**src/preBra_settings.svh**
```systemverilog
`ifndef PREBRA_SETTINGS_SVH
`define PREBRA_SETTINGS_SVH

// instruction slots per fetch bundle, 1 to 4
`define PREBRA_LANES 2

// predictor table index and global history width
`define PREBRA_IDX_BITS 6

// instruction address width
`define PREBRA_PC_BITS 48

// low part of the target add, carry out of it blocks the redirect
`define PREBRA_ADD_BITS 24

`endif
```
**src/preBraPredictPkg.sv**
```systemverilog
`include "preBra_settings.svh"

package preBraPredictPkg;

	// eight-state branch predictor
	// taken is predicted when bit 2 xor bit 1 is set
	typedef enum logic [2:0] {
		weakNotTaken = 3'b000,
		strongNotTaken = 3'b001,
		transWeakNotTaken = 3'b010,
		transStrongNotTaken = 3'b011,
		weakTaken = 3'b100,
		strongTaken = 3'b101,
		transWeakTaken = 3'b110,
		transStrongTaken = 3'b111
	} predState;

	// outcome of a branch from execute
	// cond only set for a valid conditional report
	typedef struct packed {
		logic [`PREBRA_PC_BITS-1:0] pc;
		logic cond;
		logic taken;
	} resolvedBranch;

endpackage

```
**src/preBraInstrPkg.sv**
```systemverilog
package preBraInstrPkg;

	// short form, everything decoded sits in the low half
	typedef struct packed {
		logic [15:0] upperHalf;
		logic [3:0] major;
		logic [2:0] subOp;
		logic spare;
		logic [7:0] disp;
	} shortSlot;

	// long form, displacement split around the opcode nibbles
	typedef struct packed {
		logic [2:0] subOp;
		logic spare;
		// low 12 bits of the 20-bit displacement
		logic [11:0] dispLow;
		logic [3:0] major;
		logic [3:0] zero;
		// top 8 bits of the displacement, bit 7 is the sign
		logic [7:0] dispHigh;
	} longSlot;

	// one 32-bit slot, read either way
	typedef union packed {
		shortSlot shortForm;
		longSlot longForm;
	} slotWord;

	// what kind of early redirect was taken
	typedef enum logic [1:0] {
		kindNone = 2'd0,
		kindUncond = 2'd1,
		kindCond = 2'd2,
		kindReturn = 2'd3
	} redirectKind;

endpackage

```
**src/laneRedirectIf.sv**
```systemverilog
`timescale 1ns/100ps
`include "preBra_settings.svh"

// one lane's early redirect decision
interface laneRedirectIf;

	// lane wants to redirect fetch
	logic redirect;
	// slot class, uncond or return, none otherwise
	preBraInstrPkg::redirectKind kind;
	// redirect target address
	logic [`PREBRA_PC_BITS-1:0] target;
	// slot holds a conditional branch
	logic isCond;

	// lane side
	modport source (output redirect, output kind, output target, output isCond);

	// selector side
	modport sink (input redirect, input kind, input target, input isCond);

endinterface

```
**src/preBraTop.sv**
```systemverilog
`timescale 1ns/100ps
`include "preBra_settings.svh"

module preBraTop (
	input logic clock,
	input logic rstN,
	input logic fetchValid,
	input logic [`PREBRA_PC_BITS-1:0] fetchPc,
	input logic decodeValid,
	input logic [32*`PREBRA_LANES-1:0] decodeWords,
	input logic [63:0] linkValue,
	input logic resolveValid,
	input logic [`PREBRA_PC_BITS-1:0] resolvePc,
	input logic resolveTaken,
	input logic resolveCond,
	output logic redirectValid,
	output logic [`PREBRA_PC_BITS-1:0] redirectPc,
	output logic [1:0] redirectLane,
	output logic [1:0] redirectKind
);

	// fetch address held for the decode cycle
	logic [`PREBRA_PC_BITS-1:0] decodePc;
	preBraPredictPkg::resolvedBranch resolveBus;
	preBraPredictPkg::predState laneState [`PREBRA_LANES];
	preBraInstrPkg::redirectKind selKind;

	laneRedirectIf laneBus [`PREBRA_LANES] ();

	always_ff @(posedge clock)
	begin
		if (fetchValid)
			decodePc <= fetchPc;
	end

	// only valid conditional reports touch the predictor
	assign resolveBus = '{pc: resolvePc, cond: resolveValid && resolveCond,
		taken: resolveTaken};

	branchPredictor branchPredictor_inst (
		.clock(clock),
		.rstN(rstN),
		.fetchValid(fetchValid),
		.fetchPc(fetchPc),
		.resolve(resolveBus),
		.laneState(laneState)
	);

	// one pre-decoder per slot, slot g sits 4 bytes after slot g-1
	for (genvar g = 0; g < `PREBRA_LANES; g++)
	begin : gDecode
		branchPreDecode branchPreDecode_inst (
			.lanePc(decodePc + `PREBRA_PC_BITS'(4 * g)),
			.word(decodeWords[32*g +: 32]),
			.state(laneState[g]),
			.linkValue(linkValue),
			.decodeValid(decodeValid),
			.out(laneBus[g])
		);
	end

	branchSelect branchSelect_inst (
		.clock(clock),
		.rstN(rstN),
		.lanes(laneBus),
		.redirectValid(redirectValid),
		.redirectPc(redirectPc),
		.redirectLane(redirectLane),
		.redirectKind(selKind)
	);

	// plain encoding at the boundary
	assign redirectKind = selKind;

endmodule

```
**src/branchSelect.sv**
```systemverilog
`timescale 1ns/100ps
`include "preBra_settings.svh"

module branchSelect (
	input logic clock,
	input logic rstN,
	laneRedirectIf.sink lanes [`PREBRA_LANES],
	output logic redirectValid,
	output logic [`PREBRA_PC_BITS-1:0] redirectPc,
	// two bits cover up to four lanes
	output logic [1:0] redirectLane,
	output preBraInstrPkg::redirectKind redirectKind
);

	logic [`PREBRA_LANES-1:0] laneHit;
	logic [`PREBRA_PC_BITS-1:0] laneTarget [`PREBRA_LANES];
	preBraInstrPkg::redirectKind laneKind [`PREBRA_LANES];
	logic pickValid;
	logic [`PREBRA_PC_BITS-1:0] pickPc;
	logic [1:0] pickLane;
	preBraInstrPkg::redirectKind pickKind;

	// flatten the lane buses, merge the conditional flag into the kind
	for (genvar g = 0; g < `PREBRA_LANES; g++)
	begin : gLane
		assign laneHit[g] = lanes[g].redirect;
		assign laneTarget[g] = lanes[g].target;
		assign laneKind[g] = lanes[g].isCond ? preBraInstrPkg::kindCond : lanes[g].kind;
	end

	// walk down so the lowest redirecting lane wins
	always_comb
	begin
		pickValid = 1'b0;
		pickPc = laneTarget[0];
		pickLane = 2'd0;
		pickKind = preBraInstrPkg::kindNone;
		for (int i = `PREBRA_LANES - 1; i >= 0; i--)
		begin
			if (laneHit[i])
			begin
				pickValid = 1'b1;
				pickPc = laneTarget[i];
				pickLane = 2'(i);
				pickKind = laneKind[i];
			end
		end
	end

	// strobe and kind
	always_ff @(posedge clock)
	begin
		if (!rstN)
		begin
			redirectValid <= 1'b0;
			redirectKind <= preBraInstrPkg::kindNone;
		end
		else
		begin
			redirectValid <= pickValid;
			redirectKind <= pickKind;
		end
	end

	// target and lane, only meaningful with the strobe
	always_ff @(posedge clock)
	begin
		redirectPc <= pickPc;
		redirectLane <= pickLane;
	end

endmodule

```
**src/branchPreDecode.sv**
```systemverilog
`timescale 1ns/100ps
`include "preBra_settings.svh"

module branchPreDecode (
	input logic [`PREBRA_PC_BITS-1:0] lanePc,
	input preBraInstrPkg::slotWord word,
	input preBraPredictPkg::predState state,
	input logic [63:0] linkValue,
	input logic decodeValid,
	laneRedirectIf.source out
);

	logic isBraShort;
	logic isBraLong;
	logic isCcShort;
	logic isCcLong;
	logic isLongBase;
	logic isReturn;
	logic isUncond;
	logic isCond;
	logic predictTaken;
	logic [`PREBRA_ADD_BITS-1:0] dispShort;
	logic [`PREBRA_ADD_BITS-1:0] dispLong;
	logic [`PREBRA_ADD_BITS-1:0] disp;
	// one extra bit for the carry out
	logic [`PREBRA_ADD_BITS:0] sum;
	logic [`PREBRA_PC_BITS-1:0] braTarget;

	// short forms, major 2
	assign isBraShort = (word.shortForm.major == 4'h2) && (word.shortForm.subOp == 3'b000);
	assign isCcShort = (word.shortForm.major == 4'h2) && (word.shortForm.subOp == 3'b001);

	// long forms, major F with zero nibble
	assign isLongBase = (word.longForm.major == 4'hF) && (word.longForm.zero == 4'h0);
	assign isBraLong = isLongBase && (word.longForm.subOp == 3'b110);
	assign isCcLong = isLongBase && (word.longForm.subOp == 3'b111);

	// return from subroutine, whole low half
	assign isReturn = ({word.shortForm.major, word.shortForm.subOp,
		word.shortForm.spare, word.shortForm.disp} == 16'h3012);

	assign isUncond = isBraShort || isBraLong;
	assign isCond = isCcShort || isCcLong;

	// transitional not-taken states also predict taken
	assign predictTaken = state[2] ^ state[1];

	// sign extend both displacements to the add width
	assign dispShort = {{(`PREBRA_ADD_BITS - 8){word.shortForm.disp[7]}},
		word.shortForm.disp};
	assign dispLong = {{(`PREBRA_ADD_BITS - 20){word.longForm.dispHigh[7]}},
		word.longForm.dispHigh, word.longForm.dispLow};
	assign disp = (isBraLong || isCcLong) ? dispLong : dispShort;

	// halfword displacement, low part only
	assign sum = {1'b0, lanePc[`PREBRA_ADD_BITS-1:0]} + {disp, 1'b0};

	// upper address bits pass unchanged
	assign braTarget = {lanePc[`PREBRA_PC_BITS-1:`PREBRA_ADD_BITS],
		sum[`PREBRA_ADD_BITS-1:0]};

	// return target comes straight from the link value
	assign out.target = isReturn ? linkValue[`PREBRA_PC_BITS-1:0] : braTarget;

	// carry out means the upper bits would change, too slow here
	assign out.redirect = decodeValid && (isReturn ||
		((isUncond || (isCond && predictTaken)) && !sum[`PREBRA_ADD_BITS]));

	// conditional class is marked separately
	assign out.kind = isReturn ? preBraInstrPkg::kindReturn :
		isUncond ? preBraInstrPkg::kindUncond : preBraInstrPkg::kindNone;
	assign out.isCond = isCond;

endmodule

```
**src/branchPredictor.sv**
```systemverilog
`timescale 1ns/100ps
`include "preBra_settings.svh"

module branchPredictor (
	input logic clock,
	input logic rstN,
	input logic fetchValid,
	input logic [`PREBRA_PC_BITS-1:0] fetchPc,
	input preBraPredictPkg::resolvedBranch resolve,
	output preBraPredictPkg::predState laneState [`PREBRA_LANES]
);

	// state table, one entry per history-hashed index
	preBraPredictPkg::predState stateTable [2**`PREBRA_IDX_BITS];
	// global history, newest outcome in bit 0
	logic [`PREBRA_IDX_BITS-1:0] history;

	logic [`PREBRA_PC_BITS-1:0] lanePc [`PREBRA_LANES];
	logic [`PREBRA_IDX_BITS-1:0] readIdx [`PREBRA_LANES];
	logic [`PREBRA_IDX_BITS-1:0] updIdx;

	// transition rule, indexed by outcome and current state
	function automatic preBraPredictPkg::predState nextState(
		input logic taken,
		input preBraPredictPkg::predState cur
	);
		preBraPredictPkg::predState nxt;
		case ({taken, cur})
			// not taken
			4'b0000: nxt = preBraPredictPkg::strongNotTaken;
			4'b0001: nxt = preBraPredictPkg::strongNotTaken;
			4'b0010: nxt = preBraPredictPkg::weakNotTaken;
			4'b0011: nxt = preBraPredictPkg::transWeakNotTaken;
			4'b0100: nxt = preBraPredictPkg::transWeakNotTaken;
			4'b0101: nxt = preBraPredictPkg::weakTaken;
			4'b0110: nxt = preBraPredictPkg::transStrongNotTaken;
			4'b0111: nxt = preBraPredictPkg::transStrongNotTaken;
			// taken
			4'b1000: nxt = preBraPredictPkg::transWeakTaken;
			4'b1001: nxt = preBraPredictPkg::weakNotTaken;
			4'b1010: nxt = preBraPredictPkg::transStrongTaken;
			4'b1011: nxt = preBraPredictPkg::transStrongTaken;
			4'b1100: nxt = preBraPredictPkg::strongTaken;
			4'b1101: nxt = preBraPredictPkg::strongTaken;
			4'b1110: nxt = preBraPredictPkg::weakTaken;
			default: nxt = preBraPredictPkg::transWeakTaken;
		endcase
		return nxt;
	endfunction

	// per-lane read index, slot address hashed with history
	always_comb
	begin
		for (int lane = 0; lane < `PREBRA_LANES; lane++)
		begin
			lanePc[lane] = fetchPc + `PREBRA_PC_BITS'(4 * lane);
			readIdx[lane] = lanePc[lane][`PREBRA_IDX_BITS:1] ^ history;
		end
	end

	// update index uses history before this report shifts in
	assign updIdx = resolve.pc[`PREBRA_IDX_BITS:1] ^ history;

	// table and history, written by execute reports
	always_ff @(posedge clock)
	begin
		if (!rstN)
		begin
			history <= '0;
			for (int i = 0; i < 2**`PREBRA_IDX_BITS; i++)
				stateTable[i] <= preBraPredictPkg::weakNotTaken;
		end
		else if (resolve.cond)
		begin
			history <= {history[`PREBRA_IDX_BITS-2:0], resolve.taken};
			stateTable[updIdx] <= nextState(resolve.taken, stateTable[updIdx]);
		end
	end

	// read stage, a same-edge update is not seen here
	always_ff @(posedge clock)
	begin
		if (fetchValid)
		begin
			for (int lane = 0; lane < `PREBRA_LANES; lane++)
				laneState[lane] <= stateTable[readIdx[lane]];
		end
	end

endmodule

```
**config.mk**
```make
export PLATFORM = sky130hd
export DESIGN_NAME = preBraTop
export DESIGN_NICKNAME = d
export VERILOG_FILES = /design/src/preBraPredictPkg.sv /design/src/preBraInstrPkg.sv /design/src/laneRedirectIf.sv /design/src/preBraTop.sv /design/src/branchSelect.sv /design/src/branchPreDecode.sv /design/src/branchPredictor.sv
export VERILOG_INCLUDE_DIRS = /design/src /design/src/src
export SDC_FILE = /design/constraint.sdc
export NUM_CORES = 1
export LEC_CHECK = 0
export ABC_AREA = 1
export CORE_MARGIN = 2
export CORE_UTILIZATION = 60
export DETAILED_ROUTE_END_ITERATION = 16
export DONT_BUFFER_PORTS = 1
export PLACE_DENSITY_LB_ADDON = 0.2
export SYNTH_ARGS = -nofsm -noshare
export SYNTH_HDL_FRONTEND = slang
export SYNTH_SLANG_ARGS = --single-unit
```
**constraint.sdc**
```tcl
create_clock -name clock -period 9.69 [get_ports clock]
set_input_delay 1.4535 -clock clock [delete_from_list [all_inputs] [get_ports clock]]
set_output_delay 1.4535 -clock clock [all_outputs]
set_load 0.03 [all_outputs]
```
==> results of run 1 <==
[metrics by stage]
stage / total power [mW] / util [%] / instances / cell area [um^2]
6_report: 3.76 / 64.7 / 3453 / 22400
3_5_place_dp: 2.56 / 61.7 / 3391 / 21400
5_1_grt: 3.89 / 64.6 / 3448 / 22400
3_3_place_gp: 2.54 / 61.7 / 3391 / 21400
4_1_cts: 3.73 / 64.6 / 3446 / 22400
2_1_floorplan: 2.31 / - / 3040 / 21200
[synthesized netlist by cell type, types with 7 or more instances]
cell type / n / area [um^2]
a21oi_1: 67 / 335
dfxtp_1: 58 / 1160
nor2_1: 344 / 1290
buf_1: 10 / 37.5
ha_1: 48 / 601
nor4_1: 10 / 62.6
xnor2_1: 30 / 263
nand2_1: 1185 / 4450
inv_1: 230 / 863
clkbuf_1: 68 / 255
xor2_1: 44 / 385
nand4_1: 30 / 188
o21ai_0: 178 / 891
o21bai_1: 10 / 75.1
nand3_1: 268 / 1340
buf_2: 27 / 135
buf_6: 12 / 135
o21ai_1: 12 / 60.1
or2_2: 7 / 43.8
a31oi_1: 7 / 43.8
edfxtp_1: 244 / 7330
buf_4: 7 / 52.6
mux2i_1: 59 / 591
nor3_1: 45 / 225
[where the power goes]
group | leakage [nW] | internal (mW) | switching, mW
sequential | 2.98 | 1.49 | 0.128
clock | 0.483 | 0.675 | 0.521
combinational | 6.88 | 0.263 | 0.690
[routing by layer]
metal / wire [um] / vias to the layer above
met5: 18 / -
met4: 4290 / 2
met3: 7050 / 276
met2: 34600 / 1280
met1: 26600 / 9440
li1: - / 9783
[sequential cells by signal, summed over array words and instances, names as in the netlist]
signal                           flops
branchPredictor_inst.history         6
branchPredictor_inst.laneState       4
branchPredictor_inst.stateTable    192
branchSelect_inst.redirectKind       2
branchSelect_inst.redirectLane       1
branchSelect_inst.redirectPc        48
branchSelect_inst.redirectValid      1
decodePc                            48
[worst paths after layout]
kind	cells past startpoint	slack, ns	start	endpoint
worst max-delay path	19	3.52	decodeWords[8]	branchSelect_inst.redirectPc[12]
worst min-delay path	2	0.53	branchPredictor_inst.history[5]	branchPredictor_inst.history[5]
worst max register to register	21	4.39	decodePc[2]	branchSelect_inst.redirectPc[12]
worst min register to register	2	0.53	branchPredictor_inst.history[5]	branchPredictor_inst.history[5]
[kinds of logic (layout without fill, tap and decap cells)]
group           after synthesis  after routing  synth area share (%)
compound gates              285            285                  7.03
xor+xnor                     77             77                  3.29
fa+ha+maj                    50             50                  3.03
buf+inv                     360            311                  7.10
flops                       302            302                  40.1
mux                          59             59                  2.79
other cells                   1              8                0.0177
simple gates               1906           1906                  36.6
[worst max-delay path: cells and delay by family]
| family | cells | cell delay, ns |
|---|---|---|
| AOI/OAI and AO/OA | 3 | 0.62 |
| and+or+nand+nor | 12 | 2.88 |
| adders and majority gates | 1 | 0.28 |
| buffers and inverters | 3 | 1.31 |
[layout make-up]
type / count / share of cell area (%)
multi-input combinational: 2378 / 50.4
sequential: 302 / 37.9
inverter: 236 / 3.96
clock buffer: 33 / 3.40
tap: 455 / 2.54
clock inverter: 22 / 1.08
timing repair buffer: 20 / 0.671
antenna: 7 / 0.0782
==> impl_metrics.env, run 1 <==
export IMPL_status="complete, no violations"
export IMPL_post_cts_buffers=0
export IMPL_numCtsBuffers=30
export IMPL_core_area_um2=34600
export IMPL_p_leak_nw=10.3
export IMPL_worst_setup_path_start_kind="primary input"
export IMPL_num_fill_cells=2970
export IMPL_slew_headroom_pct=11.1
export IMPL_avgSynthCellArea_um2=6.96
export IMPL_ys_async_sr_fraction_pct=0
export IMPL_wl_per_cell_um=21.0
export IMPL_cp_cell_sequence="nor4_1 -> nand4_1 -> nand2_1 -> o21ai_0 -> inv_1 -> ha_1 -> a21oi_1 -> nand2_1 -> nand2_1 -> nand3_1 -> nand2_1 -> nand3_1 -> nand2_1 -> nand3_1 -> nand2_1 -> nor2_2 -> buf_4 -> inv_1 -> o21ai_0"
export IMPL_synth_seq_area_share_pct=40.1
export IMPL_vias_per_cell=6.02
export IMPL_ys_types=40
export IMPL_p_per_area_nw_per_um2=168
export IMPL_setup_worst_path_end_class="flip-flop"
export IMPL_final_common_cell="nand2_1"
export IMPL_cts_sinks=302
export IMPL_layout_drive_gt1_share_pct=3.28
export IMPL_ant_nets=0
export IMPL_die_y_um=192
export IMPL_antenna_found_initial=6
export IMPL_grt_setup_unrepaired="no"
export IMPL_cpPeakStageDelay_ns=0.99
export IMPL_use_met1_pct=46.3
export IMPL_place_gp_congestion=1.02
export IMPL_vias=20800
export IMPL_netlist_area_um2=21200
export IMPL_finalHoldViolations=0
export IMPL_grt_overflow=0
export IMPL_die_area_um2=36800
export IMPL_dpl_hpwl_mm=53.2
export IMPL_clockBufferDepth=3
export IMPL_setup_tns_ns=0
export IMPL_tritoncts="built"
export IMPL_root_buffer="clkbuf_16"
export IMPL_hold_path_class="flip-flop to flip-flop"
export IMPL_layout_min_cycle_time_ns=6.17
export IMPL_drc=0
export IMPL_cts_resized=0
export IMPL_yosysWarnings=0
export IMPL_use_met2_pct=66.5
export IMPL_htree_levels=1
export IMPL_synth_nets=3321
export IMPL_worst_slew_pin_slew_ns=1.33
export IMPL_drtPass1Iterations=7
export IMPL_grt_pass1_vias=19100
export IMPL_port_buffer_count=0
export IMPL_cap_viol_max_count=0
export IMPL_pin_count=284
export IMPL_cpMaxStageDelayCell="inv_1"
export IMPL_post_route_period_util_pct=63.7
export IMPL_start_util_pct=61.1
export IMPL_skew_ns=0.0423
export IMPL_crit_fanout=48
export IMPL_grt_first_pass_wirelength_mm=107
export IMPL_multi_input_area_um2=11300
export IMPL_wl_mm=72.5
export IMPL_ir_drop_v=0.000169
export IMPL_insertion_delay_ns=0.62
export IMPL_worst_slack_ns=3.52
export IMPL_cts_hold_fix_buffers=0
export IMPL_holdWs_ns=0.529
export IMPL_worstPathRequired_ns=10.09
export IMPL_mostFrequentLayoutCells="1183 x nand2_1, 344 x nor2_1, 268 x nand3_1"
export IMPL_crit_type="primary input to flip-flop"
export IMPL_clkTransAtPathRegs_ns=0.06
export IMPL_crit_top_cell="nand2_1"
export IMPL_setup_viol=0
export IMPL_die_w_um=192
export IMPL_seqCellArea_um2=8490
export IMPL_synth_edff_count=244
export IMPL_num_rows=68
export IMPL_slew_violations=0
export IMPL_grt_total_usage_pct=38.5
export IMPL_top_usage_layer="met2"
export IMPL_crit_arrival_ns=6.57
export IMPL_grt_max_degree=83
export IMPL_area_growth_syn_to_layout_pct=5.86
export IMPL_synth_seq_cells=302
export IMPL_fin_nets=3249
export IMPL_synthCells=3040
export IMPL_synthFlopType="edfxtp_1"
export IMPL_drtIter0Drc=2227
export IMPL_fmax_mhz=162
export IMPL_place_ws_ns=3.04
export IMPL_use_met3_pct=6.50
Power figures use the tool's default switching activity.
==> inputs of run 2 (changes only) <==
- clock period: 9.69 -> 6.2 ns (I/O delays scaled with it)
==> impl_metrics.env, run 2 (synthesis gave the netlist of run 1 again) <==
export IMPL_status="complete, no violations"
export IMPL_die_y_um=192
export IMPL_setup_worst_path_end_class="flip-flop"
export IMPL_layout_cells_non_filler=3457
export IMPL_grt_setup_unrepaired="no"
export IMPL_fmax_mhz=211
export IMPL_cts_hold_fix_buffers=0
export IMPL_drtIter0Drc=2080
export IMPL_layout_drive_gt1_share_pct=3.50
export IMPL_crit_fanout=40
export IMPL_dpl_hpwl_mm=52.0
export IMPL_p_per_area_nw_per_um2=263
export IMPL_tritoncts="built"
export IMPL_crit_start="decodePc[2]"
export IMPL_crit_arrival_ns=5.20
export IMPL_design_area_um2=22500
export IMPL_worst_slack_ns=1.46
export IMPL_pin_count=284
export IMPL_htree_levels=1
export IMPL_finalHoldViolations=0
export IMPL_combPwrFrac_pct=24.8
export IMPL_vias=20700
export IMPL_mostFrequentLayoutCells="1183 x nand2_1, 344 x nor2_1, 268 x nand3_1"
export IMPL_vias_per_cell=6.00
export IMPL_switching_share_pct=34.6
export IMPL_root_buffer="clkbuf_16"
export IMPL_grt_total_usage_pct=37.7
export IMPL_setup_tns_ns=0
export IMPL_die_area_um2=36800
export IMPL_grt_overflow=0
export IMPL_grt_first_pass_wirelength_mm=106
export IMPL_skew_ns=0.00835
export IMPL_setup_viol=0
export IMPL_slew_headroom_pct=20.2
export IMPL_start_util_pct=61.1
export IMPL_grt_pass1_vias=19100
export IMPL_regMostFlops="branchPredictor_inst.stateTable"
export IMPL_fin_nets=3255
export IMPL_place_area_um2=21400
export IMPL_largest_reg_flops=192
export IMPL_place_ws_ns=0.923
export IMPL_dpl_cell_count=3396
export IMPL_cts_sinks=302
export IMPL_final_core_util_pct=64.9
export IMPL_die_w_um=192
export IMPL_worstPathRequired_ns=6.66
export IMPL_clockBufferDepth=3
export IMPL_cts_resized=0
export IMPL_drc=0
export IMPL_antenna_found_initial=6
export IMPL_seq_power_share_pct=42.6
export IMPL_r2r_start="decodePc[2]"
export IMPL_final_common_cell="nand2_1"
export IMPL_wl_mm=70.5
export IMPL_holdWs_ns=0.431
export IMPL_core_area_um2=34600
export IMPL_clkTransAtPathRegs_ns=0.06
export IMPL_hold_path_class="primary input to flip-flop"
export IMPL_insertion_delay_ns=0.59
export IMPL_layout_min_cycle_time_ns=4.74
export IMPL_wl_per_cell_um=20.4
export IMPL_place_gp_congestion=1.03
export IMPL_cap_viol_max_count=0
export IMPL_port_buffer_count=0
export IMPL_internal_power_mw=3.87
export IMPL_worst_setup_path_start_kind="flip-flop"
export IMPL_post_route_period_util_pct=76.4
export IMPL_numCtsBuffers=30
export IMPL_num_rows=68
export IMPL_p_leak_nw=10.4
export IMPL_finalPower_mw=5.92
export IMPL_ant_nets=0
export IMPL_grt_max_degree=72
export IMPL_crit_type="flip-flop to flip-flop"
export IMPL_num_fill_cells=3030
export IMPL_slew_violations=0
export IMPL_worst_slew_pin_slew_ns=1.19
export IMPL_area_growth_syn_to_layout_pct=6.25
export IMPL_power_frac_clock_pct=32.6
export IMPL_drtPass1Iterations=6
export IMPL_ir_drop_v=0.000268
export IMPL_p_sw_mw=2.05
export IMPL_hold_start="fetchPc[16]"
export IMPL_post_cts_buffers=0
export IMPL_top_regs="branchPredictor_inst.stateTable (192), branchSelect_inst.redirectPc (48), decodePc (48)"
## run 2: changes by cell type in the layout (fill, tap and decap cells not counted), sizes merged
cell      previous run  this run
buf                 20        26
bufinv               4         6
clkbuf              33        35
clkinv              17        12
clkinvlp             3         4
diode                7         5
## run 2: final cells by class
class	instances	area (um^2)	share of cell area (%)
tap	455	569	2.53
clock buffer	35	769	3.42
clock inverter	20	284	1.26
multi-input combinational	2378	11300	50.1
inverter	236	886	3.94
timing repair buffer	26	208	0.924
sequential	302	8490	37.8
antenna	5	12.5	0.0557
## run 2: routing by layer
metal | routed length [um] | track usage [%]
met3 | 6660 | 5.77
met5 | 35 | 0
met2 | 33500 | 64.1
met1 | 25500 | 45.5
met4 | 4790 | 22.0
## run 2: worst max-delay path: stages (launching register included)
cell	delay, ns
edfxtp_1	0.53
ha_1	0.34
nand3_1	0.23
nor2_1	0.40
nand2_1	0.27
xor2_1	0.47
inv_1	0.09
ha_1	0.38
nand2_1	0.13
inv_1	0.05
nand2_1	0.05
nand2_1	0.06
nand2_1	0.06
nand3_1	0.08
nand2_1	0.10
nand3_1	0.07
nand2_1	0.07
nand3_1	0.11
nand2_1	0.08
nand2_1	0.09
nor2_2	0.15
clkinv_1	0.30
buf_12	0.27
nand2_1	0.09
o21ai_0	0.10
## run 2: power groups by stage
stage	logic [mW]	registers [mW]	clock network, mW
3_3_place_gp	1.41	2.56	0
6_report	1.47	2.52	1.93
4_1_cts	1.43	2.52	1.95
3_5_place_dp	1.42	2.56	0
2_1_floorplan	1.09	2.52	0
5_1_grt	1.60	2.53	2.01
## run 2: path summary, 6_finish.rpt
kind / end / slack [ns] / depth (start not counted)
min: decodePc[16] / 0.43 / 0
max: branchSelect_inst.redirectPc[45] / 1.46 / 24
min reg2reg: branchPredictor_inst.history[3] / 0.53 / 2
max reg2reg: branchSelect_inst.redirectPc[45] / 1.46 / 24
